$ cat config.mk
export PLATFORM = sky130hd
export DESIGN_NAME = mem_request_bridge
export DESIGN_NICKNAME = d
export VERILOG_FILES = /design/src/logic/mem_bus_pkg.sv /design/src/logic/mem_ctrl_pkg.sv /design/src/logic/mem_request_bridge.sv
export SDC_FILE = /design/constraint.sdc
export NUM_CORES = 1
export LEC_CHECK = 0
export ABC_AREA = 1
export CORE_MARGIN = 2
export CORE_UTILIZATION = 55
export CTS_CLUSTER_SIZE = 8
export DETAILED_ROUTE_END_ITERATION = 8
export DONT_BUFFER_PORTS = 1
export MAX_ROUTING_LAYER = met4
export PLACE_DENSITY = 0.7
export REMOVE_ABC_BUFFERS = 1
export SETUP_SLACK_MARGIN = 0.4
export SLEW_MARGIN = 20
export SYNTH_ARGS = -nofsm -noshare
export SYNTH_HDL_FRONTEND = slang
export SYNTH_SLANG_ARGS = --single-unit
$ cat constraint.sdc
create_clock -name i_clock -period 2.6 [get_ports i_clock]
set_input_delay 0.13 -clock i_clock [delete_from_list [all_inputs] [get_ports i_clock]]
set_output_delay 0.13 -clock i_clock [all_outputs]
set_load 0.1 [all_outputs]
$ cat src/logic/mem_bus_pkg.sv
// Local memory port types
package mem_bus_pkg;

	localparam int WORD_W = 32;
	localparam int ADDR_W = 27;
	localparam int LAT_W  = 4;

	// one data word on both the requester side and the local port
	typedef logic [WORD_W-1:0] word_t;

	// word address on the local port
	typedef logic [ADDR_W-1:0] addr_t;

	// read latency and stall run counts
	typedef logic [LAT_W-1:0] lat_t;

endpackage

$ cat src/logic/mem_ctrl_pkg.sv
// Bridge and controller state machines
package mem_ctrl_pkg;

	typedef enum logic [1:0] {
		BRIDGE_IDLE,
		BRIDGE_ISSUE,
		BRIDGE_WAIT_DATA,
		BRIDGE_DONE
	} bridge_state_t;

	typedef enum logic [1:0] {
		CTRL_INIT,
		CTRL_READY,
		CTRL_READ_PENDING
	} ctrl_state_t;

endpackage

$ cat src/logic/mem_request_bridge.sv
// Memory request bridge
`timescale 1ns/1ns

module mem_request_bridge (
	input  logic               i_clock,
	input  logic               i_arst_n,
	input  logic               i_request,
	input  logic               i_rw,
	input  logic [31:0]        i_address,
	input  mem_bus_pkg::word_t i_wdata,
	input  logic               i_avl_ready,
	input  logic               i_avl_rdata_valid,
	input  mem_bus_pkg::word_t i_avl_rdata,
	input  logic               i_local_init_done,
	output mem_bus_pkg::word_t o_rdata,
	output logic               o_ready,
	output logic               o_avl_read_req,
	output logic               o_avl_write_req,
	output logic               o_avl_burstbegin,
	output mem_bus_pkg::addr_t o_avl_addr,
	output mem_bus_pkg::word_t o_avl_wdata
);
	import mem_bus_pkg::*;
	import mem_ctrl_pkg::*;

	bridge_state_t state;
	logic          issue;
	logic          capture;

	assign issue   = (state == BRIDGE_IDLE) && i_request && i_local_init_done;
	assign capture = (state == BRIDGE_WAIT_DATA) && i_avl_rdata_valid;

	assign o_avl_burstbegin = o_avl_read_req | o_avl_write_req; // single beat, so every command begins a burst

	always_ff @(posedge i_clock or negedge i_arst_n) begin
		if (!i_arst_n) begin
			state           <= BRIDGE_IDLE;
			o_ready         <= 1'b0;
			o_avl_read_req  <= 1'b0;
			o_avl_write_req <= 1'b0;
		end else begin
			case (state)
				BRIDGE_IDLE: begin
					if (issue) begin
						o_avl_read_req  <= !i_rw;
						o_avl_write_req <= i_rw;
						state           <= BRIDGE_ISSUE;
					end
				end
				BRIDGE_ISSUE: begin
					if (i_avl_ready) begin // strobe is high here, so this is the acceptance
						o_avl_read_req  <= 1'b0;
						o_avl_write_req <= 1'b0;
						if (o_avl_write_req) begin
							o_ready <= 1'b1;
							state   <= BRIDGE_DONE;
						end else begin
							state <= BRIDGE_WAIT_DATA;
						end
					end
				end
				BRIDGE_WAIT_DATA: begin
					if (i_avl_rdata_valid) begin
						o_ready <= 1'b1; // rises together with the captured word
						state   <= BRIDGE_DONE;
					end
				end
				BRIDGE_DONE: begin
					if (!i_request) begin
						o_ready <= 1'b0;
						state   <= BRIDGE_IDLE;
					end
				end
				default: state <= BRIDGE_IDLE;
			endcase
		end
	end

	// address and data are held stable for the whole command
	always_ff @(posedge i_clock) begin
		if (issue) begin
			o_avl_addr  <= addr_t'(i_address); // upper requester bits are dropped
			o_avl_wdata <= i_wdata;
		end
		if (capture) begin
			o_rdata <= i_avl_rdata;
		end
	end

endmodule

==> impl_metrics.toml <==
[floorplan]
io_pins = 198
rows = 27
die_area_sq_um = 6300
core_area_sq_um = 5510
floorplan.initialDensity = 0.567
fp.dieH_um = 79.4
die_w_um = 79.4

[timing]
rsz0062_at_grt = "no"
timing.final.crit_share = 0.710
worst_clock_skew_ns = 0.00672
fmax_mhz = 542
worst_slack_ns = 0.755
slew_violations = 0
relSlewSlack = 0.368
hold_viol_final = 0
setup_violations = 0
tightest_slew_ns = 0.950
setup_tns_ns = 0
min_period_ns = 1.84

[setup_path]
critical_path_class = "reg2reg"
cpMaxStageDelayCell = "buf_4"
crit_top_cell = "inv_1"
cp_max_fo = 41
crit_family = "buffers and inverters"
worstPathCellList = "inv_1, ha_1, inv_1, nor2_4, buf_4, nand3_1, nand2_1"
end_kind = "flop"
startpoint_type = "flop"
arrival_ns = 2.12
max_stage_delay_ns = 0.44
required_ns = 2.87
path_buf_inv = 3

[cts]
tritoncts = "built"
htreeDepth = 3
clk_latency_ns = 0.34
cts.sinks = 96
postCtsSetupRepairBufs = 0
root_buffer = "clkbuf_8"
clkTransAtPathRegs_ns = 0.08
cts_resized = 0
cts_buffers = 9
clock_path_buffers = 2
postCtsHoldBufs = 93

[synthesis]
synth_mux_area_frac = 0
synth_xor_area_frac = 0
synth_compound_area_frac = 0.00401
syn_avg_cell_area_sq_um = 21.8
syn_inst = 143
syn_area_sq_um = 3120
synth_top_family_by_area = "simple AND/OR/NAND/NOR gates"
synth_cell_types = 16
synth_fa_ha_area_frac = 0.0160
yosysSeqAreaShare = 0.915
synth-simple-area-share = 0.0541
synth_warnings = 0
ys_ff_latch = 96

[placement]
numPortBuffers = 0
post-place-ws_ns = 0.817
dpl_cell_area_sq_um = 3260
dp.final_hpwl_um = 4230
place_congestion = 0.696

[global_routing]
grt_max_degree = 42
met3_usage = 0.0602
grt_pass1_vias = 1725
grt_pass1_wl_um = 9650
gr-total-overflow = 0
antenna_found_initial = 0
use_met1 = 0.227
top_usage_layer = "met2"
grtUsageMet2 = 0.400
grt_usage = 0.226

[detailed_routing]
drtAntennaViolNets = 0
via_per_inst = 5.23
via_count = 1726
post_drt_wl_per_cell_um = 21.5
drt-pass1-iter-count = 5
wl_um = 7090
drcViolationCount = 0
drt_iter0_markers = 104

[power]
power_density_nw_per_um2 = 1130
p_leak_nw = 1.59
ir_drop_mv = 1.33

[outcome]
status = "finished, final reports clean"

[layout]
syn2layout_area_growth_pct = 40.3
fin_util = 0.796
diodes = 0
final_cell_mix = "93 x dlygate4sd3_1, 91 x edfxtp_1, 16 x nand2_1"
final_common_cell = "dlygate4sd3_1"
design_area_sq_um = 4380
final_nets = 360
drive_gt1_frac = 0.128

[flow_run]
max_cap_viol_count = 0

[worst_hold_path]
hold_class = "in2async"
-- layout make-up --
| cell class | instances | area (sq um) |
|---|---|---|
| well taps | 72 | 90.1 |
| inverters | 9 | 33.8 |
| clock inverters | 7 | 70.1 |
| multi-input cells | 38 | 231 |
| clock buffers | 9 | 124 |
| repair buffers | 99 | 976 |
| flip-flops and latches | 96 | 2860 |
| fillers | 303 | 1120 |
-- worst paths after layout --
path / startpoint / end / slack, ns / cells after the start
worst min register to register: state[0] / state[0] / 0.57 / 2
worst max-delay path: state[0] / o_avl_write_req / 0.76 / 7
worst min-delay path: i_arst_n / o_ready / 0.08 / 1
min in group i_clock: i_avl_rdata_valid / state[0] / 0.12 / 6
max in group asynchronous: i_arst_n / state[1] / 2.32 / 1
worst max register to register: state[0] / o_avl_write_req / 0.76 / 7
-- per-stage QoR --
| stage | total power (W) | hold WS, ns | std cells |
|---|---|---|---|
| 2_1_floorplan | 0.00373 | -0.166 | 143 |
| 3_3_place_gp | 0.00386 | -0.165 | 221 |
| 3_5_place_dp | 0.00390 | -0.165 | 221 |
| 4_1_cts | 0.00492 | 0.0663 | 330 |
| 5_1_grt | 0.00509 | 0.0833 | 330 |
| 6_report | 0.00494 | 0.0823 | 330 |
-- cell families (layout without fill, tap and decap cells) --
| kind of cell | after synthesis | count (layout) |
|---|---|---|
| compound gates | 2 | 2 |
| simple gates | 32 | 32 |
| fa+ha+maj | 4 | 4 |
| flops | 96 | 96 |
| buf+inv | 9 | 124 |
-- metal layers --
| metal | part of all wire | wire [um] |
|---|---|---|
| met1 | 0.36 | 2530 |
| met5 | 0 | 0 |
| met4 | 0.035 | 249 |
| met2 | 0.54 | 3850 |
| met3 | 0.065 | 463 |
-- synthesized netlist by cell type --
master    count  area (sq um)
nand3b_1      1          7.51
nor2_1        2          7.51
ha_1          4          50.1
nor2_2        1          6.26
edfxtp_1     91          2730
dfrtp_1       5           125
inv_1         8          30.0
nand2_1      16          60.1
nand2_2       6          37.5
nor2_4        2          22.5
or2_2         1          6.26
nand2_4       1          11.3
nand3_1       2          10.0
inv_2         1          3.75
a21oi_1       1          5.00
o211ai_1      1          7.51
-- worst register-to-register path: stages, from the launching register on --
cell and delay [ns]:
dfrtp_1 0.43, inv_1 0.10, ha_1 0.24, inv_1 0.11
nor2_4 0.12, buf_4 0.44, nand3_1 0.21, nand2_1 0.12
-- power by group --
group / internal [W] / total (W) / switching, W
Clock: 0.000445 / 0.000931 / 0.000486
Sequential: 0.00196 / 0.00315 / 0.00119
Combinational: 0.000252 / 0.000862 / 0.000610
-- state kept, by name, indices dropped and copies added, names as in the netlist --
signal,count
o_avl_wdata,32
o_avl_addr,27
o_avl_read_req,1
o_ready,1
state,2
o_rdata,32
o_avl_write_req,1
No activity file was read; power rests on OpenSTA's default activity.
